==> config.mk <==
export PLATFORM = sky130hd
export DESIGN_NAME = api_timer
export DESIGN_NICKNAME = d
export VERILOG_FILES = /design/src/api_timer.sv
export SDC_FILE = /design/constraint.sdc
export NUM_CORES = 1
export LEC_CHECK = 0
export BUFFER_PORTS_ARGS = -buffer_cell sky130_fd_sc_hd__buf_4
export CELL_PAD_IN_SITES_DETAIL_PLACEMENT = 1
export CELL_PAD_IN_SITES_GLOBAL_PLACEMENT = 2
export CORE_UTILIZATION = 28
export CTS_CLUSTER_DIAMETER = 30
export DETAILED_ROUTE_END_ITERATION = 10
export GPL_TIMING_DRIVEN = 0
export PLACE_DENSITY = 0.82
export SLEW_MARGIN = 40
export SYNTH_ARGS = -nofsm -noshare
export SYNTH_HDL_FRONTEND = slang
export SYNTH_SLANG_ARGS = --single-unit
export TNS_END_PERCENT = 50
==> constraint.sdc <==
create_clock -name clk -period 2.53 [get_ports clk]
set_input_delay 0.253 -clock clk [delete_from_list [all_inputs] [get_ports clk]]
set_output_delay 0.253 -clock clk [all_outputs]
set_load 0.01 [all_outputs]
==> src/api_timer.sv <==
`timescale 1ns/1ps

module api_timer (
	input  logic        clk,
	input  logic        rst,
	input  logic [27:0] timeout,
	input  logic        start,
	output logic        busy
);
	logic [27:0] remain;

	// Busy for exactly timeout cycles after start.
	assign busy = remain != '0;

	always_ff @(posedge clk) begin
		if (rst) begin
			remain <= '0;
		end else if (start) begin
			remain <= timeout;
		end else if (busy) begin
			remain <= remain - 28'd1;
		end
	end

endmodule

# After elaboration in Yosys (flattened, before gate mapping)
# Index checks and enable logic that the tools add are counted.
dict set report word_totals {
  in_bits 31
  elab_cells 6
  out_inout_bits 1
  register_bits 28
}
dict set report op_classes {
  mux 2
  n_addsub 1
  n_reduce_logical 2
}
# operator n
set op_table {}
lappend op_table {{2-to-1 mux 28 bit} 2}
lappend op_table {{nonzero test 28 bit} 1}
lappend op_table {{subtractor 28 x 1 -> 28 bit, second input constant} 1}
lappend op_table {{nonzero test 2 bit} 1}

# Logic depth before layout (Yosys ltp)
dict set report depth {
  word_depth 3
  ltp_mapped 9
  ltp_nobuf 8
}

# Worst setup path before layout
# Ideal clock, no wire load.
dict set report synth_timing {
  path_kind {register -> register}
  from {register remain[0]}
  to {register remain[8]}
  synth_period_minus_slack_ns 2.447
  arrival_ns 2.368
  required_ns 2.451
  setup_ns 0.079
  n_path_buf 1
  path_slack_ns 0.083
  stages_incl_launch_ff 10
  path_cell_list {dfxtp_1 > inv_1 > ha_1 > or4b_1 > or4_1 > nor2_4 > inv_2 > buf_2 > a2111o_1 > o211ai_1}
}
dict set report synth_via {
  elab_cells_between_ends 5
  cone_classes {1 x add/sub; 2 x mux; 2 x reduce/logical}
}
# element line_no
set synth_lines {}
lappend synth_lines {{from (decl)} 10} ;# logic [27:0] remain;
lappend synth_lines {{from (signal assigned)} 19} ;# remain <= timeout;
lappend synth_lines {{from (signal assigned)} 21} ;# remain <= remain - 28'd1;
lappend synth_lines {{nonzero test 28 bit} 13} ;# assign busy = remain != '0;
lappend synth_lines {{net busy} 8} ;# output logic busy
lappend synth_lines {{nonzero test 2 bit (no source line)} -}
# The timed path passes the listed nets, and every way through them passes these cells. The select of a mux whose other input is x is not followed.
# A chain may end at the register's enable or synchronous reset.

# Worst setup path in the final report
dict set report layout_timing {
  from {register remain[2]}
  to {output port busy}
}
dict set report layout_via {
  elab_chain_cells 1
}
# element line_no
set layout_rtl {}
lappend layout_rtl {{nonzero test 28 bit} 13}
lappend layout_rtl {{to (decl)} 8}
# No other way between the ends.

==> metrics.cfg <==
[run_status]
failed_checks=setup timing
status=complete, but fails checks

[synth]
synth_ff_type=dfxtp_1
ys_ff_latch=28
syn_avg_cell_area_um2=7.959
synth_fp_nets=224
synth_edf_count=0
yosysWarnings=0
synth.yosys.seq_area_share_pct=36.87
synth_compound_area_share_pct=14.65
synth_top_family_by_area=simple AND/OR/NAND/NOR gates
syn_area_um2=1520
async_flop_share_pct=0
synthAdderAreaFrac_pct=1.646
synth.distinct_cells=38
synthCells=191
synth_simple_gate_area_share_pct=28.72
synthMuxAreaShare_pct=0.6584
yosys.area_share.xor_xnor_pct=12.67

[setup_path]
crit_buf_inv=3
worstSetupStartpointType=flip-flop
cp_slowest_stage_delay_ns=0.58
critPathCaptureType=primary output
cp_max_fo=10
path_cells=or4_4 > or4_4 > nor2_4 > inv_2 > buf_4 > buf_4
crit_type=flip-flop to primary output
cp_slowest_cell=or4_4
critPathTopFamily=simple AND/OR/NAND/NOR gates
arrival_ns=2.29
cp.required_ns=2.28

[clock_tree]
cts_buffer_depth=2
cts_tree=yes
cts_max_level=1
root_buffer=clkbuf_8
cts.sinks=28
numCtsBuffers=3
clk_latency_ns=0.28
cts_hold_buf=0
path_clk_slew_ns=0.10

[global_routing]
first_global_vias=1466
met2_usage_pct=26.88
met1_usage_pct=21.27
grt_pass1_wl_um=6824
met3_usage_pct=2.116
track_usage_pct=16.23
antenna_found_initial=0
grt_max_degree=17
grt-busiest-layer=met2
overflow=0

[power]
p_leak_nw=0.7382
internal_power_w=0.0008210
ir_drop_uv=210.2
p_seq_share_pct=45.7
power_w=0.001139
p_clk_share_pct=31.7
swShare_pct=27.90
combPwrFrac_pct=22.7
p_per_area_nw_per_um2=586.0
power_switching_w=0.0003176

[routing]
firstDrtPassIters=4
drt_iter0_drc=52
wl_per_cell_um=13.91
vias=1466
drtAntennaViolNets=0
postRouteWirelength_um=4117
drc_errors=0
via_per_inst=4.953

[finish]
mostFrequentLayoutCell=buf_4
drive_gt1_share_pct=25.22
largest_reg_flops=28
antenna_cells=0
fin_util_pct=37.57
layout_common_cells=buf_4 (33), nand2_1 (28), dfxtp_1 (22), xnor2_1 (18), o21ai_0 (15)
area_growth_pct=27.82
regMostFlops=remain
design_area_um2=1943
fin_nets=260
reg.largest.list=remain: 28 flops

[floorplan]
fp.dieW_um=75.69
dieArea_um2=5728
coreArea_um2=5172
dieHeight_um=75.69
io_pins=32
rows=26
start_util_pct=29.39

[placed_design]
placed_area_um2=1826
pre_cts_slack_ns=-0.2745
dpl.hpwl_um=3108
io_buffer_count=29
gp_congestion=0.7724

[worst_hold_path]
hold_path_class=primary input to flip-flop

[timing]
holdWs_ns=0.1585
clock-skew-final_ns=0.006756
max_slew.worst_pin.slew_ns=0.5292
timing.final.crit_period_ns=2.542
slew_headroom_pct=64.72
rsz0062_at_grt=yes
finalHoldViolCount=0
finalCritPeriodShare_pct=100.5
fmax_mhz=393.5
setup_viol=1
drv_slew=0
setup_ws_ns=-0.01155

[flow_run]
cap_violations=0

-- worst paths after layout --
check	slack, ns	endpoint	depth (start not counted)	from
hold reg to reg	0.52	remain[5]	2	remain[5]
hold / removal	0.16	remain[22]	3	timeout[22]
setup / recovery	-0.01	busy	6	remain[2]
setup reg to reg	0.12	remain[25]	5	remain[12]
-- worst register-to-register path: cells and delay by family, from the launching register on --
kind            cells  cell delay [ns]
compound gates      1             0.13
simple gates        3             1.71
xor+xnor            1             0.16
flops               1             0.35
-- cells in the mapped netlist, types with 3 or more instances --
master / instances / area [um2]
xnor2_1: 18 / 157.7
dfxtp_1: 28 / 560.5
o21ai_0: 15 / 75.07
clkbuf_1: 7 / 26.28
or2_2: 3 / 18.77
nand2_1: 28 / 105.1
nor2_1: 13 / 48.80
nand3_1: 6 / 30.03
nor4_1: 10 / 62.56
a21oi_1: 8 / 40.04
nor3_1: 8 / 40.04
inv_1: 7 / 26.28
xor2_1: 4 / 35.03
or4_1: 5 / 37.54
-- timing repair --
| action | in CTS | in global routing |
|---|---|---|
| gates resized for setup | 12 | 4 |
| buffers inserted | 3 | 0 |
| setup endpoints to repair | 12 | 12 |
| pin swaps | 2 | 1 |
-- layout make-up --
| cell class | count | area [um2] |
|---|---|---|
| Buffer | 8 | 35.03 |
| Clock buffer | 3 | 41.29 |
| Clock inverter | 1 | 30.03 |
| Fill cell | 629 | 3229 |
| Inverter | 8 | 30.03 |
| Multi-Input combinational cell | 146 | 908.4 |
| Sequential cell | 28 | 570.5 |
| Tap cell | 70 | 87.58 |
| Timing Repair Buffer | 32 | 240.2 |
-- layer usage --
metal,vias up,part of all wire (%)
met5,-,0
met3,5,2.5
li1,748,-
met1,693,49
met2,20,46
met4,0,1.9
-- power by group through the flow --
stage          clock [W]  combinational, W  sequential (W)
2_1_floorplan          0          0.000175        0.000516
3_3_place_gp           0          0.000247        0.000526
3_5_place_dp           0          0.000251        0.000527
4_1_cts         0.000371          0.000259        0.000518
5_1_grt         0.000389          0.000292        0.000526
6_report        0.000361          0.000258        0.000520
-- cell families (layout without fill, tap and decap cells) --
kind of cell	count (synthesis)	after routing
AND/OR/NAND/NOR	84	84
AO/OA/AOI/OAI	37	37
flip-flops	28	28
XOR/XNOR	22	22
buffers and inverters	17	52
adder cells (fa/ha/maj)	2	2
multiplexers	1	1
-- metrics by stage --
step,TNS [ns],cells
after global placement,-2.475,290
after detailed placement,-2.680,290
after floorplan,0,191
after CTS,0,296
final,-0.01155,296
after global routing,-0.09421,296
Note: power is estimated with default switching activity, not from simulation.
