### config.mk
export PLATFORM = sky130hd
export DESIGN_NAME = api_sync_fifo
export DESIGN_NICKNAME = d
export VERILOG_FILES = /design/src/api_sync_fifo.sv
export SDC_FILE = /design/constraint.sdc
export NUM_CORES = 1
export LEC_CHECK = 0
export ABC_CLOCK_PERIOD_IN_PS = 3900
export BUFFER_PORTS_ARGS = -buffer_cell sky130_fd_sc_hd__buf_4
export CORE_ASPECT_RATIO = 1.5
export CORE_MARGIN = 10
export CORE_UTILIZATION = 50
export CTS_CLUSTER_DIAMETER = 60
export DETAILED_ROUTE_END_ITERATION = 8
export GPL_ROUTABILITY_DRIVEN = 0
export PLACE_DENSITY = 0.71
export SKIP_CTS_REPAIR_TIMING = 1
export SLEW_MARGIN = 15
export SYNTH_ARGS = -nofsm -noshare
export SYNTH_HDL_FRONTEND = slang
export SYNTH_SLANG_ARGS = --single-unit
### constraint.sdc
create_clock -name clk -period 3.9 [get_ports clk]
set_input_delay 0.39 -clock clk [delete_from_list [all_inputs] [get_ports clk]]
set_output_delay 0.39 -clock clk [all_outputs]
set_load 0.02 [all_outputs]
### src/api_sync_fifo.sv
`timescale 1ns/1ps

module api_sync_fifo #(
	parameter type item_t = logic [31:0],
	parameter int depth = 16
) (
	input  logic                   clk,
	input  logic                   rst,
	input  logic                   wr_en,
	input  item_t                  din,
	input  logic                   rd_en,
	output item_t                  dout,
	output logic                   empty,
	output logic                   full,
	output logic [$clog2(depth):0] data_count
);
	localparam int ptr_w = $clog2(depth);

	item_t mem [depth];
	logic [ptr_w-1:0] wr_ptr;
	logic [ptr_w-1:0] rd_ptr;
	logic wr_ok;
	logic rd_ok;

	assign wr_ok = wr_en && !full;
	assign rd_ok = rd_en && !empty;
	assign empty = data_count == '0;
	assign full = data_count == (ptr_w + 1)'(depth);

	// Head entry is always on dout.
	assign dout = mem[rd_ptr];

	always_ff @(posedge clk) begin
		if (wr_ok) begin
			mem[wr_ptr] <= din;
		end
	end

	always_ff @(posedge clk) begin
		if (rst) begin
			wr_ptr <= '0;
			rd_ptr <= '0;
			data_count <= '0;
		end else begin
			if (wr_ok) begin
				wr_ptr <= (wr_ptr == ptr_w'(depth - 1)) ? '0 : wr_ptr + 1'b1;
			end
			if (rd_ok) begin
				rd_ptr <= (rd_ptr == ptr_w'(depth - 1)) ? '0 : rd_ptr + 1'b1;
			end
			case ({wr_ok, rd_ok})
				2'b10: data_count <= data_count + 1'b1;
				2'b01: data_count <= data_count - 1'b1;
				default: data_count <= data_count;
			endcase
		end
	end

endmodule

; ---- After elaboration in Yosys (flattened, before gate mapping)
; Memory sizes are Yosys's and may differ from the RTL's. A register that Yosys moved wholly into a read port is not among the register bits.
; Cells that the tools add are included.
[op_classes]
addsub = 4
multipliers = 0
div = 0
magnitude_cmp = 0
n_eq_ne = 5
n_shift = 0
mux = 7
bitwise = 0
n_reduce_logical = 6
[op_table]
columns = operator, count
row1 = $mux 4, 4
row2 = $pmux 5 s2, 1
row3 = $add 4x1->4 const B, 2
row4 = $eq 4x4->1 const B, 2
row5 = $add 5x1->5 const B, 1
row6 = $eq 5x5->1 const B, 1
row7 = $logic_not 5->1, 1
row8 = $sub 5x1->5 const B, 1
row9 = $eq 2x1->1 const B, 1
row10 = $eq 2x2->1 const B, 1
row11 = $logic_and 1x1->1, 2
row12 = $logic_not 1->1, 2
row13 = $mux 1, 2
row14 = $reduce_bool 2->1, 1
[totals]
register_bits = 13
latchBits = 0
ram_bits = 512
romBits = 0
in_bits = 36
output_inout_bits = 39
elab_cells = 26
n_memories = 1
[mem_list]
columns = memory, words, word_bits, read_ports, rd_ports_with_merged_regs, write_ports, line
row1 = mem, 16, 32, 1, 1, 1, 19  ; item_t mem [depth];

; ---- Depth between registers and ports, before layout
[logic_depth]
word_depth = 5
depth_mapped = 13
depth_no_buf = 10

; ---- Worst setup path after synthesis
; Ideal clock, no wire load.
[synth_timing]
kind = register to register
start = register data_count[2]
end = memory mem[7][0] (netlist bit), enable pin
setup_ps = 461
t_arrival_ps = 3487
required_ps = 3439
slack_ps = -48
stages_incl_launch_ff = 7
n_path_buf = 2
synth_period_minus_slack_ps = 3948
cell_sequence = dfxtp_1 clkbuf_1 or4_1 buf_2 o21a_4 clkinv_2 nor3_1
[synth_via]
elab_chain_cells = 5
[synth_rtl]
columns = element, line
row1 = start: declaration, 15  ; output logic [$clog2(depth):0] data_count
row2 = start signal: assignment, 52  ; 2'b10: data_count <= data_count + 1'b1;
row3 = start signal: assignment, 53  ; 2'b01: data_count <= data_count - 1'b1;
row4 = start signal: assignment, 54  ; default: data_count <= data_count;
row5 = $eq 5x5->1, 28  ; assign full = data_count == (ptr_w + 1)'(depth);
row6 = $logic_not 1->1, 25  ; assign wr_ok = wr_en && !full;
row7 = $logic_and 1x1->1, 25
row8 = $mux 1, 34  ; if (wr_ok) begin
row9 = $mux 1 (not written as such), 35  ; mem[wr_ptr] <= din;
row10 = end: declaration, 19
; No other way between the ends.

==> results.toml <==
[hold_path]
whs_path_depth = 1
hold_path_class = "in -> reg"
min_from = "din[29]"
timing.hold.worst_endpoint = "mem[0][29]"

[timing]
fin_ws_ps = 560
period_minus_slack_ps = 3340
worstMarginPinSlew_ps = 793
finalCritPeriodShare_pct = 85.6
fin_worst_skew_ps = 16.1
fmax_ghz = 0.299
setup-tns-final_ps = 0
rsz0062_at_grt = "no"
slew-limit-headroom_pct = 47.1
final_max_slew_viol_count = 0
setup_violations = 0
finalHoldViolCount = 0

[critical_path]
worstSetupStartpointType = "flop"
reg2reg_depth = 10
cp.required_ps = 3510
critical_path_class = "reg -> out"
r2r-start = "data_count[3]"
arrival_ps = 2950
reg2reg_slack_ps = 890
r2r-end = "data_count[4]"
end_kind = "output port"
crit_fanout = 28

[route]
drtPass1Iterations = 5
via_per_inst = 5.99
vias = 8887
ant_nets = 0
drtIter0Drc = 865
drc = 0
wire_per_inst_um = 27.1
routed_wl_mm = 40.3

[clock_tree]
insertion_delay_ps = 570
cts.sinks = 529
cts_buffers = 47
cts_max_level = 2
clk_pin_slew_worst_paths_ps = 70
clockBufferDepth = 3
cts_tree = "built"
clockRootBuffer = "clkbuf_16"

[synth]
yosysMostFrequentCell = "edfxtp_1"
synth_compound_area_share_pct = 0.752
netlist-cell-type-count = 41
synth-edff-count = 512
yosys-top-cells-area = "edfxtp_1 76%, mux4_2 17%, dfxtp_1 1.7%, buf_6 0.83%, mux4_1 0.78%"
yosysSeqAreaShare_pct = 77.5
synthMuxAreaShare_pct = 18.1
synthAdderAreaFrac_pct = 0.493
netlist_instances = 827
synth_xor_xnor_area_share_pct = 0.259
ys_warn_count = 0
syn_nets = 871
syn-mean-instance-area_um2 = 24.5
synth.top_cell.area_share_pct = 75.8
yosys.area_share.simple_pct = 1.29
async_flop_share_pct = 0
netlist_area_mm2 = 0.0203
synth_flop_cell = "edfxtp_1"
synthTopCellsByCount = "512 x edfxtp_1, 154 x mux4_2, 17 x dfxtp_1"
ys_ff_latch = 529
synth_top_family_by_area = "multiplexers"
yosysTopAreaCell = "edfxtp_1"

[grt]
antenna_found_initial = 2
track_usage_pct = 16.9
grt_pass1_wl_mm = 61.0
first_global_vias = 9566
grt_max_degree = 53
gr-total-overflow = 0

[placement]
place_area_mm2 = 0.0216
dpl.cell_count = 1398
io_buffer_count = 74
hpwl_mm = 22.3
pre_cts_ws_ps = 959

[finish]
antennaDiodeCount = 0
fin_util_pct = 57.5
fin_nets = 985
fillers = 2813
instances_no_fill = 1484
finalInstanceArea_mm2 = 0.0231
drive_gt1_share_pct = 36.5
area_delta_synth_final_pct = 14.0

[power]
vdd_drop_max_mv = 0.365
leakagePower_nw = 7.24
power_density_mw_per_mm2 = 600

[floorplan]
initial_core_util_pct = 50.5
die_x_um = 184
rows = 90
ioPinCount = 75
core_area_mm2 = 0.0402
die_y_um = 267
dieArea_mm2 = 0.0492

[run_status]
status = "complete, no violations"

[job]
drv_cap = 0
## cell families after synthesis
group	Yosys count
flip-flops	529
multiplexers	164
AND/OR/NAND/NOR	50
buffers and inverters	49
AO/OA/AOI/OAI	21
adder cells (fa/ha/maj)	8
XOR/XNOR	6
## worst max-delay path: stages (launching register included)
cell	delay [ps]
dfxtp_4	760
buf_4	380
mux4_1	570
mux4_2	470
buf_4	170
## flip-flops by register name, indices dropped and copies added, names as in the netlist, named ones only
| register | cells |
|---|---|
| data_count | 5 |
| rd_ptr | 4 |
| mem | 512 |
| wr_ptr | 4 |
## stage by stage
stage / hold WS [ps] / total power, mW
6_report: 112 / 13.9
5_1_grt: 119 / 14.4
4_1_cts: 94.4 / 14.0
3_5_place_dp: 510 / 9.41
3_3_place_gp: 503 / 9.39
2_1_floorplan: 462 / 8.65
## layout make-up
cell class | instances | area (um2) | area share, %
Clock buffer | 58 | 1300 | 5.62
Clock inverter | 28 | 262 | 1.13
Inverter | 7 | 27.5 | 0.119
Multi-Input combinational cell | 249 | 4270 | 18.5
Sequential cell | 529 | 15700 | 68.0
Tap cell | 506 | 633 | 2.74
Timing Repair Buffer | 107 | 916 | 3.96
## cell usage in the layout (no fill, tap or decap), types with 2 or more instances in the layout
cell type and n:
a21oi_1 6, a41oi_1 2, and2_2 4, and3_2 7, and4_2 3, buf_12 9
buf_4 98, bufinv_16 5, clkbuf_1 5, clkbuf_16 49, clkbuf_8 4, clkinv_1 10
clkinv_2 11, clkinvlp_4 2, dfxtp_1 13, dfxtp_2 2, dfxtp_4 2, edfxtp_1 512
ha_1 8, inv_1 6, mux2_2 2, mux2i_1 2, mux4_1 6, mux4_2 154
nand2_1 8, nand3_1 6, nor2_1 12, nor3_1 2, o211ai_1 2, o21ai_0 2
or3_1 2, xor2_1 6
## layer usage
metal / share of wire, % / global-route usage (%)
met2: 52 / 28.4
met3: 6.0 / 3.39
met1: 40 / 21.9
met4: 1.8 / 4.42
met5: 0.084 / 0
## power by group
| group | leakage [nW] | switching (mW) | internal [mW] | total, mW |
|---|---|---|---|---|
| sequential | 4.77 | 0.186 | 6.39 | 6.57 |
| clock | 0.769 | 1.96 | 2.70 | 4.65 |
| combinational | 1.71 | 1.22 | 1.43 | 2.65 |
## worst max-delay path by stage
stage / endpoint / startpoint / cells after the start
5_1_grt: dout[21] / flop / 4
6_report: dout[21] / flop / 4
2_1_floorplan: mem[15][0] / data_count[2] / 6
3_3_place_gp: data_count[4] / data_count[3] / 10
3_5_place_dp: data_count[4] / data_count[3] / 10
4_1_cts: dout[21] / flop / 4
Power figures use the tool's default switching activity.
