===== config.mk =====
export PLATFORM = sky130hd
export DESIGN_NAME = api_phy_flat
export DESIGN_NICKNAME = d
export VERILOG_FILES = /design/src/api_data_pkg.sv /design/src/api_phy_if.sv /design/src/api_phy.sv /design/src/flat_wrapper.sv
export VERILOG_INCLUDE_DIRS = /design/src /design/src/include
export SDC_FILE = /design/constraint.sdc
export NUM_CORES = 1
export LEC_CHECK = 0
export ABC_AREA = 1
export BUFFER_PORTS_ARGS = -buffer_cell sky130_fd_sc_hd__buf_2
export CAP_MARGIN = 20
export CORE_MARGIN = 2
export CORE_UTILIZATION = 57
export CTS_BUF_LIST = sky130_fd_sc_hd__clkbuf_4 sky130_fd_sc_hd__clkbuf_8 sky130_fd_sc_hd__clkbuf_16
export DETAILED_ROUTE_END_ITERATION = 6
export PLACE_DENSITY = 0.89
export SLEW_MARGIN = 20
export SYNTH_ARGS = -nofsm -noshare
export SYNTH_HDL_FRONTEND = slang
export SYNTH_SLANG_ARGS = --single-unit

===== constraint.sdc =====
create_clock -name clk -period 7.8 [get_ports clk]
set_clock_uncertainty 0.05 [all_clocks]
set_input_delay 1.17 -clock clk [delete_from_list [all_inputs] [get_ports clk]]
set_output_delay 1.17 -clock clk [all_outputs]
set_load 0.02 [all_outputs]

===== src/include/api_defs.svh =====
`ifndef API_DEFS_SVH
`define API_DEFS_SVH

// Chain size and word width.
`define API_NUM            4
`define API_WORD_W         32

// FIFO depths in words.
`define API_TX_DEPTH       64
`define API_RX_DEPTH       256

// Block layout in words.
`define API_WORK_LEN       23
`define API_RX_BLOCK_LEN   11

// Blocks of receive headroom needed before a channel starts.
`define API_MAX_CHIP_IN_CH 5

// Idle cycles between two channel bursts.
`define API_LOAD_GAP       15

`endif

===== src/api_data_pkg.sv =====
`include "api_defs.svh"

package api_data_pkg;

	// Command word as written by the host.
	typedef logic [`API_WORD_W-1:0] tx_word_t;

	// Word shifted back from the chain.
	typedef logic [`API_WORD_W-1:0] rx_word_t;

endpackage


===== src/api_phy_if.sv =====
`timescale 1ns/1ps

interface api_phy_if;
	import api_data_pkg::*;

	logic     mosi_vld;
	tx_word_t mosi_dat;
	logic     miso_vld;
	rx_word_t miso_dat;

	modport seq (
		output mosi_vld,
		input  miso_vld
	);

	modport phy (
		input  mosi_vld,
		input  mosi_dat,
		output miso_vld,
		output miso_dat
	);

	modport res (
		input miso_vld,
		input miso_dat
	);

endinterface


===== src/api_phy.sv =====
`timescale 1ns/1ps
`include "api_defs.svh"

module api_phy (
	input  logic       clk,
	input  logic       rst,
	input  logic [7:0] sck_div,
	api_phy_if.phy     word,
	output logic       sck,
	output logic       mosi,
	input  logic       miso
);
	import api_data_pkg::*;

	localparam int bit_w = $clog2(`API_WORD_W);

	tx_word_t tx_sh;
	rx_word_t rx_sh;
	logic busy;
	logic start;
	logic [7:0] div_cnt;
	logic [bit_w-1:0] bit_cnt;
	logic half_end;
	logic last_bit;

	assign start = word.mosi_vld && !busy;
	assign half_end = busy && div_cnt == sck_div;
	assign last_bit = bit_cnt == bit_w'(`API_WORD_W - 1);

	// Data line is held low between words.
	assign mosi = busy && tx_sh[`API_WORD_W-1];

	// Word ends on the last falling edge.
	assign word.miso_vld = half_end && sck && last_bit;
	assign word.miso_dat = rx_sh;

	always_ff @(posedge clk) begin
		if (rst) begin
			busy <= 1'b0;
			sck <= 1'b0;
			div_cnt <= '0;
			bit_cnt <= '0;
		end else if (start) begin
			busy <= 1'b1;
			sck <= 1'b0;
			div_cnt <= '0;
			bit_cnt <= '0;
		end else if (busy) begin
			if (half_end) begin
				div_cnt <= '0;
				sck <= !sck;
				if (sck) begin
					if (last_bit) begin
						busy <= 1'b0;
					end else begin
						bit_cnt <= bit_cnt + 1'b1;
					end
				end
			end else begin
				div_cnt <= div_cnt + 8'd1;
			end
		end
	end

	always_ff @(posedge clk) begin
		if (start) begin
			tx_sh <= word.mosi_dat;
		end else if (half_end && sck) begin
			tx_sh <= {tx_sh[`API_WORD_W-2:0], 1'b0};
		end
		// Sample on the rising edge.
		if (half_end && !sck) begin
			rx_sh <= {rx_sh[`API_WORD_W-2:0], miso};
		end
	end

endmodule


===== src/flat_wrapper.sv =====
// flat-port wrapper written by rule: the top's interface ports become plain ports
module api_phy_flat import api_data_pkg::*;
  (clk, rst, sck_div, sck, mosi, miso, word_mosi_vld, word_mosi_dat, word_miso_vld, word_miso_dat);
  api_phy_if word_i ();
  input  logic clk;
  input  logic rst;
  input  logic [7:0] sck_div;
  output logic sck;
  output logic mosi;
  input  logic miso;
  input wire logic [$bits(word_i.mosi_vld)-1:0] word_mosi_vld;
  input wire logic [$bits(word_i.mosi_dat)-1:0] word_mosi_dat;
  output wire logic [$bits(word_i.miso_vld)-1:0] word_miso_vld;
  output wire logic [$bits(word_i.miso_dat)-1:0] word_miso_dat;
  assign word_i.mosi_vld = word_mosi_vld;
  assign word_i.mosi_dat = word_mosi_dat;
  assign word_miso_vld = word_i.miso_vld;
  assign word_miso_dat = word_i.miso_dat;
  api_phy u_core (.clk(clk), .rst(rst), .sck_div(sck_div), .word(word_i), .sck(sck), .mosi(mosi), .miso(miso));
endmodule

# Yosys cells after proc, flatten, opt, wreduce, memory -nomap -nowiden
# Index checks and enable logic that the tools add are counted.
dict set report totals {
  word_cells 31
  n_memories 0
  mem_bits_rw 0
  reg_bits 79
  out_inout_bits 35
  rom_bits 0
  latch_bits 0
  input_bits 44
}
dict set report classes {
  div 0
  multipliers 0
  n_reduce_logical 12
  order_cmp 0
  bitwise 1
  add_sub_neg 2
  shift 0
  n_eq_ne 2
  mux 8
}
# operator count
set ops {}
lappend ops {{2-to-1 mux 32 bit} 2}
lappend ops {{adder 8 x 1 -> 8 bit, second input constant} 1}
lappend ops {{equality test 8 bit} 1}
lappend ops {{2-to-1 mux 8 bit} 1}
lappend ops {{logical AND 1 bit} 6}
lappend ops {{adder 5 x 1 -> 5 bit, second input constant} 1}
lappend ops {{equality test 5 bit, second input constant} 1}
lappend ops {{2-to-1 mux 1 bit} 5}
lappend ops {{AND reduction 4 bit} 1}
lappend ops {{zero test 1 bit} 2}
lappend ops {{AND reduction 2 bit} 1}
lappend ops {{nonzero test 2 bit} 1}
lappend ops {{OR reduction 2 bit} 1}
lappend ops {{NOT 1 bit} 1}

# Depth between registers and ports, before layout
dict set report depth {
  word_depth 6
  mapped_depth 10
  depth_no_buf 10
}

# Worst setup path before layout
# No wires, ideal clock.
dict set report synth_path {
  path_type {input to register}
  start {input sck_div[5]}
  end {register u_core.rx_sh[0], in the netlist u_core.word.miso_dat[0], enable pin}
  setup_slack_ps 3476
  setup_time_ps 461
  n_path_buf 0
  path_stages 6
  t_required_ps 7289
  t_arrival_ps 3813
  path_cell_list {inv_1 nand2_1 nand2_1 nor2_1 nand3_2 nor3_1}
}
dict set report synth_between {
  elab_chain_cells 3
}
# item line
set synth_lines {}
lappend synth_lines {{start: declaration} flat_wrapper.sv:7} ;# input logic [7:0] sck_div;
lappend synth_lines {{equality test 8 bit} api_phy.sv:27} ;# assign half_end = busy && div_cnt == sck_div;
lappend synth_lines {{logical AND 1 bit} api_phy.sv:27}
lappend synth_lines {{logical AND 1 bit} api_phy.sv:72} ;# if (half_end && !sck) begin
lappend synth_lines {{end signal: assignment} api_phy.sv:73} ;# rx_sh <= {rx_sh[`API_WORD_W-2:0], miso};
lappend synth_lines {{end: declaration} api_phy.sv:18} ;# rx_word_t rx_sh;
# No other way between the ends.
# A chain may end at the register's enable or synchronous reset.

# Worst setup path in the final report
dict set report layout_path {
  start {input sck_div[5]}
  end {output word_miso_vld}
}
dict set report layout_between {
  elab_chain_cells 4
}
# item line
set layout_lines {}
lappend layout_lines {{equality test 8 bit} api_phy.sv:27}
lappend layout_lines {{logical AND 1 bit} api_phy.sv:27}
lappend layout_lines {{logical AND 1 bit (2 in a row)} api_phy.sv:34} ;# assign word.miso_vld = half_end && sck && last_bit;
lappend layout_lines {{end: declaration} flat_wrapper.sv:13} ;# output wire logic [$bits(word_i.miso_vld)-1:0] word_miso_vld;
# No other way between the ends.

==> impl_metrics.tcl <==
set metrics [dict create \
    post_synthesis_net_count 370 \
    drt_first_pass_iters 5 \
    cts-hold-fix-buffers 0 \
    minimum_setup_slack_among_reg_to_reg_paths_ns 5.67 \
    synthArstFlopShare 0 \
    hpwlAfterDp_um 4320 \
    worst-endpoint-arrival_ns 2.30 \
    drt_iter0_drc 145 \
    r2r_end "u_core.tx_sh[2]" \
    fin_crit_ns 3.52 \
    timing.rr.start "u_core.busy" \
    totalNegativeSetupSlack_ns 0 \
    die-height_um 80.7 \
    drt_wl_total_um 6180 \
    ant_nets 0 \
    clock_sinks 79 \
    max-cap-violations 0 \
    ys.flop_type "sky130_fd_sc_hd__edfxtp_1" \
    max_freq_mhz 284 \
    netlist_area_um2 3350 \
    clock_h_tree_levels 3 \
    crit_fanout 4 \
    worstHoldPathType "reg2reg" \
    die_w_um 80.7 \
    vdd_drop_max_mv 0.159 \
    power.density_cell_area_nw_per_um2 228 \
    cellLeakagePower_nw 1.80 \
    max_slew_margin 0.659 \
    status "finished, final reports clean" \
    cts_setup_buffers 0 \
    wl_per_cell_um 12.8 \
    critPathRequiredTime_ns 6.58 \
    critPathMaxStageDelay_ns 0.21 \
    synth_seq_cells 79 \
    synth-seq-area-share 0.663 \
    number_of_max_slew_violations_in_the_final_report 0 \
    timing_hold_violations_final 0 \
    area_growth_from_synthesis_to_final_layout_pct 21.8 \
    synth.lib_cells_used.distinct 30 \
    clockRootBuffer "sky130_fd_sc_hd__clkbuf_8" \
    placement.io_buffers 78 \
    hold-worst-slack_ns 0.393 \
    layout.cells.most_common "sky130_fd_sc_hd__nand2_1" \
    tritoncts.num_buffers 9 \
    core_region_area_um2 5610 \
    hold-path-endpoint "u_core.word.miso_dat[15]" \
    clkLatencyLatePin_ns 0.34 \
    gr-usage-all-layers 0.213 \
    synth-warning-count 0 \
    crit_path_top_delay_cell "sky130_fd_sc_hd__nor3_4" \
    power.total_mw 0.932 \
    synth_area_per_cell_um2 10.4 \
    syn-instance-count 323 \
    via_count 2392 \
    r2r_cells 7 \
    drc_errors 0 \
    clk_pin_slew_worst_paths_ns 0.08 \
    core.rowCount 27 \
    antenna_cells_inserted 0 \
    clock_tree.buffer_depth 2 \
    initial_core_util 0.598 \
    path_delay_family "simple AND/OR/NAND/NOR gates" \
    boundaryPins 79 \
    synth_enable_flop_cells 64 \
    finalSetupViolations 0 \
    vias_per_cell 4.94 \
    critical_path.startpoint_type "input port" \
    rsz0062_at_grt "false" \
    worst_slew_pin_slew_ns 0.510 \
    cts_tree "done" \
    vias_in_the_first_global_route 2293 \
    gp_routability_congestion 0.853 \
    final_cell_mix "sky130_fd_sc_hd__nand2_1, sky130_fd_sc_hd__buf_2, sky130_fd_sc_hd__edfxtp_1, sky130_fd_sc_hd__inv_1, sky130_fd_sc_hd__nor2_1" \
    post-route-period-util 0.451 \
    crit_path_buf_inv_count 4 \
    worst-setup-path-type "in2out" \
    crit_chain "buf_2, inv_1, nand2_1, nand2_1, nor2_1, nand3_2, nor3_4, inv_1, nor2_1, buf_2" \
    grt_overflow 0 \
    post_cts_resized 0 \
    antenna_violations_before_repair 0 \
    maximum_number_of_pins_on_one_net_before_global_route_repair 36 \
    setup.worst_path.end_class "output port" \
    die-area_um2 6510 \
    share_of_layout_cells_above_drive_strength_1 0.286 \
    finalNetCount 454 \
    min-delay-start "u_core.word.miso_dat[14]" \
    grt_first_pass_wirelength_um 10200 \
    min_path_cells 0 \
]
==> how the worst max path moves through the flow <==
stage | end | slack, ns | startpoint | depth (start not counted)
after floorplan | u_core.word.miso_dat[0] | 3.48 | sck_div[5] | 6
after global placement | word_miso_vld | 4.37 | sck_div[5] | 10
after detailed placement | word_miso_vld | 4.30 | sck_div[5] | 10
after CTS | word_miso_vld | 4.30 | sck_div[5] | 10
after global routing | word_miso_vld | 4.14 | sck_div[5] | 10
final | word_miso_vld | 4.28 | sck_div[5] | 10
==> registers in the layout, summed over array words and instances, names as in the netlist <==
| signal | count |
|---|---|
| u_core.bit_cnt | 5 |
| u_core.word.miso_dat | 32 |
| u_core.div_cnt | 8 |
| u_core.sck | 1 |
| u_core.tx_sh | 32 |
| u_core.busy | 1 |
==> per-layer routing <==
layer  track usage  up-vias  share of wire
li1              -     1215              -
met3        0.0607        8          0.059
met5             0        -              0
met2         0.342       82           0.49
met1         0.272     1087           0.43
met4        0.0915        0          0.016
==> metrics by stage <==
stage,utilization,instances,worst slack [ns],cell area [um2]
finish,0.728,484,4.28,4080
global route,0.728,484,4.14,4080
CTS,0.728,484,4.30,4080
detailed placement,0.681,468,4.30,3820
global placement,0.681,468,4.37,3820
floorplan,-,323,3.48,3350
==> Yosys cell counts (2+ instances only) <==
master | n | area [um2]
sky130_fd_sc_hd__clkbuf_1 | 3 | 11.3
sky130_fd_sc_hd__edfxtp_1 | 64 | 1920
sky130_fd_sc_hd__nand4_1 | 4 | 25.0
sky130_fd_sc_hd__inv_1 | 27 | 101
sky130_fd_sc_hd__dfxtp_1 | 15 | 300
sky130_fd_sc_hd__nand4_4 | 2 | 42.5
sky130_fd_sc_hd__a21oi_2 | 2 | 17.5
sky130_fd_sc_hd__xor2_1 | 3 | 26.3
sky130_fd_sc_hd__inv_2 | 5 | 18.8
sky130_fd_sc_hd__a21oi_1 | 3 | 15.0
sky130_fd_sc_hd__nand2_1 | 139 | 522
sky130_fd_sc_hd__nand3_1 | 5 | 25.0
sky130_fd_sc_hd__nor2_1 | 23 | 86.3
sky130_fd_sc_hd__nor3_2 | 3 | 30.0
sky130_fd_sc_hd__nor2_4 | 2 | 22.5
sky130_fd_sc_hd__buf_2 | 3 | 15.0
sky130_fd_sc_hd__ha_1 | 3 | 37.5
sky130_fd_sc_hd__nor3_1 | 5 | 25.0
==> report_power, final <==
part           switching [mW]  internal, mW  total [mW]
registers             0.00540         0.473       0.478
logic                  0.0389        0.0218      0.0608
clock network           0.144         0.249       0.392
total                   0.188         0.743       0.932
==> cells by family (layout without fill, tap and decap cells) <==
group	Yosys count	in the layout	share of synthesized area
flops	79	79	0.663
compound gates	8	8	0.0187
simple gates	189	189	0.249
buf+inv	40	129	0.0478
fa+ha+maj	3	3	0.0112
xor+xnor	4	4	0.0105
==> layout make-up <==
| cell class | count | area [um2] |
|---|---|---|
| Timing Repair Buffer | 80 | 405 |
| Fill cell | 412 | 1520 |
| Sequential cell | 79 | 2220 |
| Clock inverter | 6 | 134 |
| Clock buffer | 10 | 131 |
| Multi-Input combinational cell | 204 | 975 |
| Inverter | 33 | 126 |
| Tap cell | 72 | 90.1 |
Note: power is estimated with default switching activity, not from simulation.
