### src/include/api_defs.svh
`ifndef API_DEFS_SVH
`define API_DEFS_SVH

// Chain size and word width.
`define API_NUM            4
`define API_WORD_W         32

// FIFO depths in words.
`define API_TX_DEPTH       64
`define API_RX_DEPTH       256

// Block layout in words.
`define API_WORK_LEN       23
`define API_RX_BLOCK_LEN   11

// Blocks of receive headroom needed before a channel starts.
`define API_MAX_CHIP_IN_CH 5

// Idle cycles between two channel bursts.
`define API_LOAD_GAP       15

`endif
### src/api_data_pkg.sv
`include "api_defs.svh"

package api_data_pkg;

	// Command word as written by the host.
	typedef logic [`API_WORD_W-1:0] tx_word_t;

	// Word shifted back from the chain.
	typedef logic [`API_WORD_W-1:0] rx_word_t;

endpackage

### src/api_phy_if.sv
`timescale 1ns/1ps

interface api_phy_if;
	import api_data_pkg::*;

	logic     mosi_vld;
	tx_word_t mosi_dat;
	logic     miso_vld;
	rx_word_t miso_dat;

	modport seq (
		output mosi_vld,
		input  miso_vld
	);

	modport phy (
		input  mosi_vld,
		input  mosi_dat,
		output miso_vld,
		output miso_dat
	);

	modport res (
		input miso_vld,
		input miso_dat
	);

endinterface

### src/api_rx_gate.sv
`timescale 1ns/1ps
`include "api_defs.svh"

module api_rx_gate (
	input  logic                    clk,
	input  logic                    rst,
	input  logic                    work,
	api_phy_if.res                  word,
	output logic                    rx_wr_en,
	output api_data_pkg::rx_word_t  rx_din
);
	localparam int pos_w = $clog2(`API_WORK_LEN);

	logic work_q;
	logic [pos_w-1:0] pos;
	logic block_end;

	assign block_end = pos == pos_w'(`API_WORK_LEN - 1);

	// Keep only the head of each block.
	assign rx_wr_en = work && word.miso_vld && pos < pos_w'(`API_RX_BLOCK_LEN);
	assign rx_din = word.miso_dat;

	always_ff @(posedge clk) begin
		if (rst) begin
			work_q <= 1'b0;
			pos <= '0;
		end else begin
			work_q <= work;
			if (work && !work_q) begin
				pos <= '0;
			end else if (work && word.miso_vld) begin
				pos <= block_end ? '0 : pos + 1'b1;
			end
		end
	end

endmodule

### src/flat_wrapper.sv
// flat-port wrapper written by rule: the top's interface ports become plain ports
module api_rx_gate_flat 
  (clk, rst, work, rx_wr_en, rx_din, word_miso_vld, word_miso_dat);
  api_phy_if word_i ();
  input  logic clk;
  input  logic rst;
  input  logic work;
  output logic rx_wr_en;
  output api_data_pkg::rx_word_t rx_din;
  input wire logic [$bits(word_i.miso_vld)-1:0] word_miso_vld;
  input wire logic [$bits(word_i.miso_dat)-1:0] word_miso_dat;
  assign word_i.miso_vld = word_miso_vld;
  assign word_i.miso_dat = word_miso_dat;
  api_rx_gate u_core (.clk(clk), .rst(rst), .work(work), .word(word_i), .rx_wr_en(rx_wr_en), .rx_din(rx_din));
endmodule
### config.mk
export PLATFORM = sky130hd
export DESIGN_NAME = api_rx_gate_flat
export DESIGN_NICKNAME = d
export VERILOG_FILES = /design/src/api_data_pkg.sv /design/src/api_phy_if.sv /design/src/api_rx_gate.sv /design/src/flat_wrapper.sv
export VERILOG_INCLUDE_DIRS = /design/src /design/src/include
export SDC_FILE = /design/constraint.sdc
export NUM_CORES = 1
export LEC_CHECK = 0
export ABC_AREA = 0
export BUFFER_PORTS_ARGS = -buffer_cell sky130_fd_sc_hd__clkbuf_2
export CAP_MARGIN = 10
export CORE_ASPECT_RATIO = 0.7
export CORE_MARGIN = 10
export CORE_UTILIZATION = 29
export DETAILED_ROUTE_END_ITERATION = 16
export GPL_ROUTABILITY_DRIVEN = 1
export PLACE_DENSITY = 0.85
export RECOVER_POWER = 25
export SYNTH_ARGS = -nofsm -noshare
export SYNTH_HDL_FRONTEND = slang
export SYNTH_SLANG_ARGS = --single-unit
### constraint.sdc
create_clock -name clk -period 1 [get_ports clk]
set_input_delay 0.15 -clock clk [delete_from_list [all_inputs] [get_ports clk]]
set_output_delay 0.15 -clock clk [all_outputs]
set_load 0.05 [all_outputs]
Word-level counts from Yosys, hierarchy flattened:

Cells that the tools add are included.
W data, S select, Z words.

* register bits after elaboration: 6
* output and inout bits: 33
* logic and storage cells: 11

* equality and inequality tests: 1
* add/subtract/negate cells: 1
* multiplexer cells: 1
* order comparisons: 1
* reduce and logical (&&, ||, !) cells: 5

Operators by type and width (count)
* $add A5 B1 Y5 const B: 1
* $eq A5 B5 Y1 const B: 1
* $lt A5 B4 Y1 const B: 1
* $mux W5: 1
* $logic_and A1 B1 Y1: 3
* $reduce_or A2 Y1: 1
* $logic_not A1 Y1: 1

Depth between registers and ports, before layout:

Gate-level depths: netlist of run 1.

* word-level depth: 3
* depth in mapped cells: 5

Worst setup path before layout of run 1:

No wires, ideal clock.

* kind: reg-to-output
* start point: register u_core.pos[2]
* end point: output port rx_wr_en
* required time: 0.850 ns
* arrival: 1.778 ns
* slack: -0.928 ns
* path buffers: 1
* cell stages (with the launch flop): 4
* cells stage by stage: dfxtp_1 buf_2 a21o_1 a211oi_1

* word-level cells in the longest chain between the ends: 2

RTL lines
* start, declared: line api_rx_gate.sv:15 `logic [pos_w-1:0] pos;`
* start signal, assigned: line api_rx_gate.sv:33 `pos <= block_end ? '0 : pos + 1'b1;`
* $lt A5 B4 Y1: line api_rx_gate.sv:21 `` assign rx_wr_en = work && word.miso_vld && pos < pos_w'(`API_RX_BLOCK_LEN); ``
* $logic_and A1 B1 Y1: line api_rx_gate.sv:21
* end, declared: line flat_wrapper.sv:8 `output logic rx_wr_en;`

Every way passes these cells.

Worst setup path after layout of run 1:

* start point: register u_core.pos[1]
* end point: output port rx_wr_en

Same word-level chain as after synthesis.

==> results of run 1 <==
through the flow:
stage               TNS [ns]  cells  hold WS (ns)  setup slack, ns  utilization
floorplan             -0.299     70         0.222           -0.250            -
global placement      -0.255     73         0.300          -0.0857        0.258
detailed placement    -0.440     73         0.300          -0.0909        0.258
CTS                    -1.22     78        0.0635           -0.353        0.278
global route           -1.84     78        0.0538           -0.347        0.293
finish                 -1.42     78        0.0715           -0.313        0.293
cells by family (layout without fill, tap and decap cells):
logic type	after synthesis	after routing	share of synthesized area
adders and majority gates	2	2	0.0436
AOI/OAI and AO/OA	7	7	0.0871
muxes	1	1	0.0174
xor gates and xnor gates	2	2	0.0305
buffers and inverters	35	21	0.440
and+or+nand+nor	17	17	0.172
DFF	6	6	0.209
cell type report:
| type | instances | area share |
|---|---|---|
| Tap cell | 22 | 0.0502 |
| Sequential cell | 6 | 0.224 |
| Clock buffer | 3 | 0.0411 |
| Inverter | 2 | 0.0183 |
| Multi-Input combinational cell | 29 | 0.438 |
| Timing Repair Buffer | 16 | 0.228 |
final timing paths:
check	end	cells past startpoint
max	rx_wr_en	3
min	u_core.work_q	2
max reg2reg	u_core.pos[0]	6
min reg2reg	u_core.pos[3]	2
placed cells by master, fill, tap and decap left out:
master and count:
buf_12 1, nand3_1 5, a21o_1 3, o2111ai_1 1
and3_4 1, nor2_2 1, xor2_1 1, a211oi_4 1
nor4_4 1, a31oi_1 1, mux2i_1 1, buf_4 12
ha_4 1, dfxtp_1 4, xnor2_1 1, nor2b_1 1
ha_1 1, nand4b_1 1, inv_4 1, nand2b_1 1
clkbuf_2 3, inv_1 1, a21oi_1 1, clkbuf_4 3
nand2_1 2, dfxtp_2 2, nor3_1 4
routing by layer:
layer | share of wire | wire (um) | track usage
met2 | 0.52 | 540 | 0.0673
met4 | 0.026 | 27 | 0.0432
met1 | 0.38 | 393 | 0.0379
met3 | 0.077 | 80 | 0.0345
met5 | 0 | 0 | 0
registers in the layout, summed over array words and instances, names as in the netlist:
| register | flops |
|---|---|
| u_core.pos | 5 |
| u_core.work_q | 1 |
power breakdown:
| group | switching [mW] | internal, mW |
|---|---|---|
| Sequential | 0.00308 | 0.247 |
| Combinational | 0.0537 | 0.0565 |
| Clock | 0.0869 | 0.136 |
repair_timing:
item                                    4_1_cts  5_1_grt
buffers inserted                              2        0
hold buffers                                  0        0
pin swaps                                     2        2
endpoints found under the setup margin        6        6
gates resized for setup                       0        4
==> flow_metrics.env, run 1 <==
export IMPL_outcome="complete, but fails checks"
export IMPL_failed_checks="setup timing"
export IMPL_reg2reg_from="u_core.pos[0]"
export IMPL_max_slew_worst_pin_slew_ns=0.274
export IMPL_synth_area_per_cell_sq_um=8.20
export IMPL_min_delay_start="rst"
export IMPL_io_buffers=4
export IMPL_power_density_mw_per_mm2=1060
export IMPL_die_height_um=57.2
export IMPL_n_antenna_cell=0
export IMPL_drt_wirelength_per_cell_um=13.3
export IMPL_fin_crit_ns=1.31
export IMPL_vdd_ir_drop_max_uv=430
export IMPL_synth_cell_types=22
export IMPL_drtIter0Drc=6
export IMPL_critPathLaunch="u_core.pos[1]"
export IMPL_cts_htree_levels=1
export IMPL_placed_area_sq_um=482
export IMPL_drv_cap=0
export IMPL_critPathSlowestCell="dfxtp_2"
export IMPL_cp_num_buf_inv=1
export IMPL_grt_pass1_wl_um=1480
export IMPL_clock_latency_ns=0.25
export IMPL_crit_chain="a21o_1 -> a211oi_4 -> buf_12"
export IMPL_core_sq_mm=0.00187
export IMPL_yosysTopAreaCell="buf_4"
export IMPL_arrival_ns=1.16
export IMPL_max_stage_delay_ns=0.33
export IMPL_ys_top_cells_by_area="buf_4, dfxtp_1, ha_1"
export IMPL_grt_setup_unrepaired="true"
export IMPL_drive_above_1_share=0.482
export IMPL_wl_um=1040
export IMPL_final_setup_worst_slack_ns=-0.313
export IMPL_grt_pass1_vias=349
export IMPL_synth_common_cells="buf_4, dfxtp_1, nand3_1"
export IMPL_fin_skew_ns=0.00653
export IMPL_cp_max_fo=2
export IMPL_drc=0
export IMPL_io_pins=69
export IMPL_antenna_found_initial=0
export IMPL_criticalPathCategory="reg -> out"
export IMPL_cts_num_sinks=6
export IMPL_grt_max_degree=8
export IMPL_vias=368
export IMPL_fp_dieW_um=73.2
export IMPL_synthDominantCellAreaShare=0.418
export IMPL_p_total_uw=583
export IMPL_syn_area_sq_um=574
export IMPL_cp_start_kind="register"
export IMPL_layout_nets=96
export IMPL_min_period_over_period=1.31
export IMPL_crit_family="compound AO/OA/AOI/OAI gates"
export IMPL_synth_most_common_cell="buf_4"
export IMPL_final_antenna_net_count=0
export IMPL_seq_area_frac_synth=0.209
export IMPL_required_ns=0.85
export IMPL_rrSetupSlack_ns=-0.24
export IMPL_yosysWarningCount=0
export IMPL_tritoncts="yes"
export IMPL_endpoint_kind="output port"
export IMPL_leakage_nw=0.243
export IMPL_netlist_instances=70
export IMPL_syn_to_final_growth_pct=-4.58
export IMPL_slew_violations=0
export IMPL_cts_root_buffer="clkbuf_4"
export IMPL_synth_fp_nets=108
export IMPL_cts_clk_slew_worst_paths_ns=0.05
export IMPL_synth_edf_count=0
export IMPL_synthArstFlopShare=0
export IMPL_finalHoldViolCount=0
export IMPL_synth_seq_cells=6
export IMPL_design_area_sq_um=548
export IMPL_place_congestion=0.921
export IMPL_fill_cells=181
export IMPL_hp_class="in -> reg"
export IMPL_num_rows=13
export IMPL_clockBufferDepth=2
export IMPL_numCtsBuffers=3
export IMPL_grt_util_all_layers=0.0452
export IMPL_regArea_sq_um=123
export IMPL_die_area_sq_mm=0.00419
export IMPL_start_util=0.307
export IMPL_multi_input_area_sq_um=240
export IMPL_max_freq_mhz=762
export IMPL_dp_hpwl_um=764
export IMPL_grt_overflow=0
export IMPL_setup_violations=6
export IMPL_post_drt_via_cell_ratio=4.72
export IMPL_synth_flop_cell="dfxtp_1"
export IMPL_drt_pass1_iterations=4
export IMPL_relSlewSlack=0.817
(Power assumes the default switching activity.)
==> inputs of run 2 (changes only) <==
- CELL_PAD_IN_SITES_DETAIL_PLACEMENT: default -> 2
- CELL_PAD_IN_SITES_GLOBAL_PLACEMENT: default -> 2
- CORE_UTILIZATION: 29 -> 13
==> run 2 against run 1 <==
  * The run still ends with setup timing left
  * Total power up 24%
  * Design area increased by 11%
  * First-iteration DRC count increased to 2.8 times the previous value
  * Maximum frequency barely moved
  * Critical path depth did not move
  * Hold slack improved by 0.028 ns
  * Combinational power shrank 13%
  * Final cell count up 41%
  * Utilization fell by 15 points
  * Global-route usage fell by 0.16 points
  * Sequential cell count stayed put
  * Via count up 9.5%
  * Critical path type unchanged
  * Largest power group is now clock
==> flow_metrics.env, run 2 (synthesis results as in run 1) <==
export IMPL_drive_above_1_share=0.545
export IMPL_setup_violations=6
export IMPL_grt_util_all_layers=0.0436
export IMPL_vdd_ir_drop_max_uv=209
export IMPL_power_density_mw_per_mm2=1190
export IMPL_fin_hold_ws_ns=0.0992
export IMPL_grt_setup_unrepaired="true"
export IMPL_finalHoldViolCount=0
export IMPL_placed_cells=107
export IMPL_grt_pass1_wl_um=2460
export IMPL_crit_end="rx_wr_en"
export IMPL_final_common_cell="buf_4"
export IMPL_fin_crit_ns=1.31
export IMPL_largest_register="u_core.pos"
export IMPL_post_drt_via_cell_ratio=3.66
export IMPL_design_area_sq_um=606
export IMPL_tritoncts="yes"
export IMPL_largest_reg_flops=5
export IMPL_grt_overflow=0
export IMPL_grt_max_degree=7
export IMPL_hp_class="in -> reg"
export IMPL_criticalPathCategory="reg -> out"
export IMPL_pre_cts_slack_ns=-0.146
export IMPL_clockBufferDepth=2
export IMPL_final_setup_worst_slack_ns=-0.312
export IMPL_post_cts_buffers=0
export IMPL_required_ns=0.85
export IMPL_die_area_sq_mm=0.00752
export IMPL_cts_htree_levels=1
export IMPL_final_util=0.141
export IMPL_min_period_over_period=1.31
export IMPL_fill_cells=498
export IMPL_numCtsBuffers=3
export IMPL_placed_area_sq_um=531
export IMPL_layout_nets=95
export IMPL_core_sq_mm=0.00430
export IMPL_max_freq_mhz=762
export IMPL_drc=0
export IMPL_drt_wirelength_per_cell_um=13.2
export IMPL_place_congestion=0.861
export IMPL_io_pins=69
export IMPL_cts_hold_buf=0
export IMPL_outcome="complete, but fails checks"
export IMPL_leakage_nw=0.246
export IMPL_layout_cells_most_common_list="buf_4, nand3_1, nor3_2"
export IMPL_cts_clk_slew_worst_paths_ns=0.04
export IMPL_arrival_ns=1.16
export IMPL_reg2reg_to="u_core.pos[1]"
export IMPL_relSlewSlack=0.854
export IMPL_critPathLaunch="u_core.pos[1]"
export IMPL_cts_root_buffer="clkbuf_8"
export IMPL_failed_checks="setup timing"
export IMPL_final_antenna_net_count=0
export IMPL_clock_latency_ns=0.23
export IMPL_cp_start_kind="register"
export IMPL_dp_hpwl_um=1160
export IMPL_grt_pass1_vias=488
export IMPL_p_total_uw=721
export IMPL_vias=403
export IMPL_antenna_found_initial=0
export IMPL_reg2reg_from="u_core.pos[0]"
export IMPL_num_rows=20
export IMPL_cp_max_fo=4
export IMPL_setup_tns_ns=-0.860
export IMPL_rrSetupSlack_ns=-0.14
export IMPL_io_buffers=4
export IMPL_fp_dieW_um=99.4
export IMPL_start_util=0.133
export IMPL_cts_num_sinks=6
export IMPL_n_antenna_cell=0
export IMPL_drt_pass1_iterations=4
export IMPL_slew_violations=0
export IMPL_rr_worst_depth=5
export IMPL_fin_skew_ns=0.00289
export IMPL_reg_top3="u_core.pos x5, u_core.work_q x1"
export IMPL_die_height_um=75.6
export IMPL_max_slew_worst_pin_slew_ns=0.218
export IMPL_endpoint_kind="output port"
export IMPL_wl_um=1450
export IMPL_drv_cap=0
export IMPL_syn_to_final_growth_pct=5.45
export IMPL_final_cells=110
export IMPL_drtIter0Drc=17
## run 2: cell count changes in the layout (fill, tap and decap cells not counted), moves of 3 or more
cell	previous run	this run
clkbuf_8	0	3
nor3_2	0	4
nor3_1	4	0
clkbuf_4	3	0
## run 2: cell type report
class | instances | area [sq um] | share of cell area
multi-input combinational | 29 | 244 | 0.403
timing repair buffer | 15 | 118 | 0.194
clock buffer | 3 | 41.3 | 0.0682
sequential | 6 | 126 | 0.209
inverter | 2 | 7.51 | 0.0124
tap | 55 | 68.8 | 0.114
## run 2: per-layer routing
layer	routed length [um]	global-route usage	share of wire	vias to the layer above
li1	-	-	-	173
met1	425	0.0296	0.29	191
met2	830	0.0821	0.57	34
met3	132	0.0290	0.091	5
met4	63	0.0380	0.043	0
met5	0	0	0	-
## run 2: worst min-delay path by stage
| stage | from | end | slack (ns) | cells after the start |
|---|---|---|---|---|
| 5_1_grt | rst | u_core.work_q | 0.10 | 2 |
| 3_5_place_dp | word_miso_dat[15] | rx_din[15] | 0.30 | 0 |
| 4_1_cts | rst | u_core.work_q | 0.1 | 2 |
| 6_report | rst | u_core.work_q | 0.1 | 2 |
| 3_3_place_gp | word_miso_dat[15] | rx_din[15] | 0.30 | 0 |
| 2_1_floorplan | rst | u_core.work_q | 0.22 | 1 |
## run 2: where the power goes
part	internal [mW]	switching, mW	leakage (nW)	total (mW)
Combinational	0.0456	0.0506	0.174	0.0962
Clock	0.259	0.114	0.0216	0.373
Sequential	0.246	0.00527	0.0505	0.251
## run 2: worst max-delay path: stages, from the launching register on
cell      delay, ns
dfxtp_2        0.33
a21o_1         0.20
a211oi_4       0.24
buf_12         0.17
## run 2: what timing repair did
action,in CTS,in global routing
gates resized for setup,6,2
setup endpoints to repair,6,6
pin swaps,3,3
==> inputs of run 3 (changes only) <==
- CORE_ASPECT_RATIO: 0.7 -> 0.5
==> run 3 against run 2 <==
  * The flow still finishes with violations (setup timing)
  * Global-route usage decreased by 0.84 points
  * Wire length is 7.8% lower
  * Via count fell by 6.2%
  * Total power grew 0.95%
  * Design area up 4.5%
  * Sequential cell count unchanged
  * Die area rose by 1.6%
  * Clock power shrank 2%
  * Critical path type unchanged
  * Largest power group unchanged
==> flow_metrics.env, run 3 (synthesis results as in run 1) <==
export IMPL_outcome="complete, but fails checks"
export IMPL_failed_checks="setup timing"
export IMPL_largest_register="u_core.pos"
export IMPL_grt_setup_unrepaired="true"
export IMPL_rrSetupSlack_ns=-0.18
export IMPL_tritoncts="yes"
export IMPL_clock_latency_ns=0.22
export IMPL_io_pins=69
export IMPL_reg_top3="u_core.pos x5, u_core.work_q x1"
export IMPL_clockBufferDepth=2
export IMPL_n_antenna_cell=0
export IMPL_critPathSlowestCell="dfxtp_2"
export IMPL_num_rows=16
export IMPL_drt_pass1_iterations=2
export IMPL_pwr_share_clk=0.501
export IMPL_drive_above_1_share=0.579
export IMPL_rr_worst_depth=4
export IMPL_max_stage_delay_ns=0.33
export IMPL_final_common_cell="buf_4"
export IMPL_power_density_mw_per_mm2=1150
export IMPL_cp_start_kind="register"
export IMPL_vdd_ir_drop_max_uv=244
export IMPL_hp_class="in -> reg"
export IMPL_drc=0
export IMPL_p_sw_frac=0.227
export IMPL_setup_tns_ns=-0.929
export IMPL_final_setup_worst_slack_ns=-0.323
export IMPL_cts_root_buffer="clkbuf_8"
export IMPL_syn_to_final_growth_pct=10.2
export IMPL_io_buffers=4
export IMPL_cts_num_sinks=6
export IMPL_post_drt_via_cell_ratio=3.41
export IMPL_arrival_ns=1.17
export IMPL_finalHoldViolCount=0
export IMPL_cts_clk_slew_worst_paths_ns=0.04
export IMPL_crit_chain="a21o_1 -> a211oi_4 -> buf_12"
export IMPL_grt_pass1_vias=459
export IMPL_drt_wirelength_per_cell_um=12.1
export IMPL_wl_um=1340
export IMPL_regArea_sq_um=126
export IMPL_largest_reg_flops=5
export IMPL_required_ns=0.85
export IMPL_reg2reg_from="u_core.pos[0]"
export IMPL_die_height_um=67
export IMPL_min_period_over_period=1.32
export IMPL_fin_crit_ns=1.32
export IMPL_max_slew_worst_pin_slew_ns=0.300
export IMPL_die_area_sq_mm=0.00764
export IMPL_setup_violations=6
export IMPL_fill_cells=487
export IMPL_p_comb_frac=0.153
export IMPL_drv_cap=0
export IMPL_layout_cells_most_common_list="buf_4, nand3_1, nor3_2"
export IMPL_p_total_uw=727
export IMPL_endpoint_kind="output port"
export IMPL_drtIter0Drc=3
export IMPL_place_congestion=0.729
export IMPL_holdPathStages=2
export IMPL_min_delay_start="rst"
export IMPL_antenna_found_initial=0
export IMPL_numCtsBuffers=3
export IMPL_cp_max_fo=4
export IMPL_grt_max_degree=6
export IMPL_vias=378
export IMPL_cts_htree_levels=1
export IMPL_start_util=0.141
export IMPL_switchingPower_uw=165
export IMPL_final_antenna_net_count=0
export IMPL_dp_hpwl_um=959
export IMPL_grt_overflow=0
export IMPL_hold_end="u_core.work_q"
export IMPL_seqPwrFrac=0.346
export IMPL_criticalPathCategory="reg -> out"
export IMPL_fp_dieW_um=114
export IMPL_reg2reg_to="u_core.pos[1]"
export IMPL_relSlewSlack=0.800
export IMPL_core_sq_mm=0.00408
export IMPL_p_int_uw=562
export IMPL_grt_pass1_wl_um=2120
export IMPL_leakage_nw=0.258
export IMPL_grt_util_all_layers=0.0352
export IMPL_fin_skew_ns=0.00443
export IMPL_slew_violations=0
export IMPL_layout_nets=97
export IMPL_max_freq_mhz=756
export IMPL_cts_hold_buf=0
export IMPL_multi_input_area_sq_um=258
## run 3: cell type report
type,instances,area share
timing repair buffer,17,0.209
clock buffer,3,0.0652
tap,54,0.107
multi-input combinational,29,0.407
sequential,6,0.200
inverter,2,0.0119
## run 3: routing by layer
| layer | vias to the layer above | share of wire | global-route usage |
|---|---|---|---|
| met2 | 8 | 0.55 | 0.0650 |
| li1 | 176 | - | - |
| met3 | 6 | 0.063 | 0.00626 |
| met4 | 0 | 0.031 | 0.0450 |
| met5 | - | 0 | 0 |
| met1 | 188 | 0.36 | 0.0298 |
## run 3: worst max path at each step
stage / startpoint / end / depth (start not counted)
CTS: u_core.pos[1] / rx_wr_en / 3
detailed placement: u_core.pos[0] / u_core.pos[1] / 5
global route: u_core.pos[1] / rx_wr_en / 3
finish: u_core.pos[1] / rx_wr_en / 3
floorplan: u_core.pos[2] / rx_wr_en / 3
global placement: u_core.pos[1] / rx_wr_en / 3
## run 3: timing repair
item                       CTS  global route
setup endpoints to repair    6             6
pin swaps                    0             4
buffers inserted             0             1
gates resized for setup      4             6
## run 3: metrics by stage
stage,utilization,setup WS [ns],cells,instance area (sq um),hold WS (ns)
after floorplan,-,-0.250,70,596,0.222
after global placement,0.131,-0.0830,107,537,0.300
after detailed placement,0.131,-0.127,107,537,0.300
after CTS,0.146,-0.338,110,598,0.0996
after global routing,0.155,-0.377,111,633,0.111
final,0.155,-0.323,111,633,0.0990
## run 3: power groups by stage
stage	sequential (mW)	combinational (mW)	clock, mW
4_1_cts	0.253	0.101	0.377
6_report	0.251	0.112	0.364
5_1_grt	0.252	0.122	0.390
3_5_place_dp	0.257	0.0967	0
3_3_place_gp	0.256	0.0932	0
2_1_floorplan	0.256	0.385	0
## run 3: worst max-delay path, delay by kind of cell, from the launching register on
kind | cells | cell delay [ns]
AO/OA/AOI/OAI | 2 | 0.45
flip-flops | 1 | 0.33
buffers and inverters | 1 | 0.17
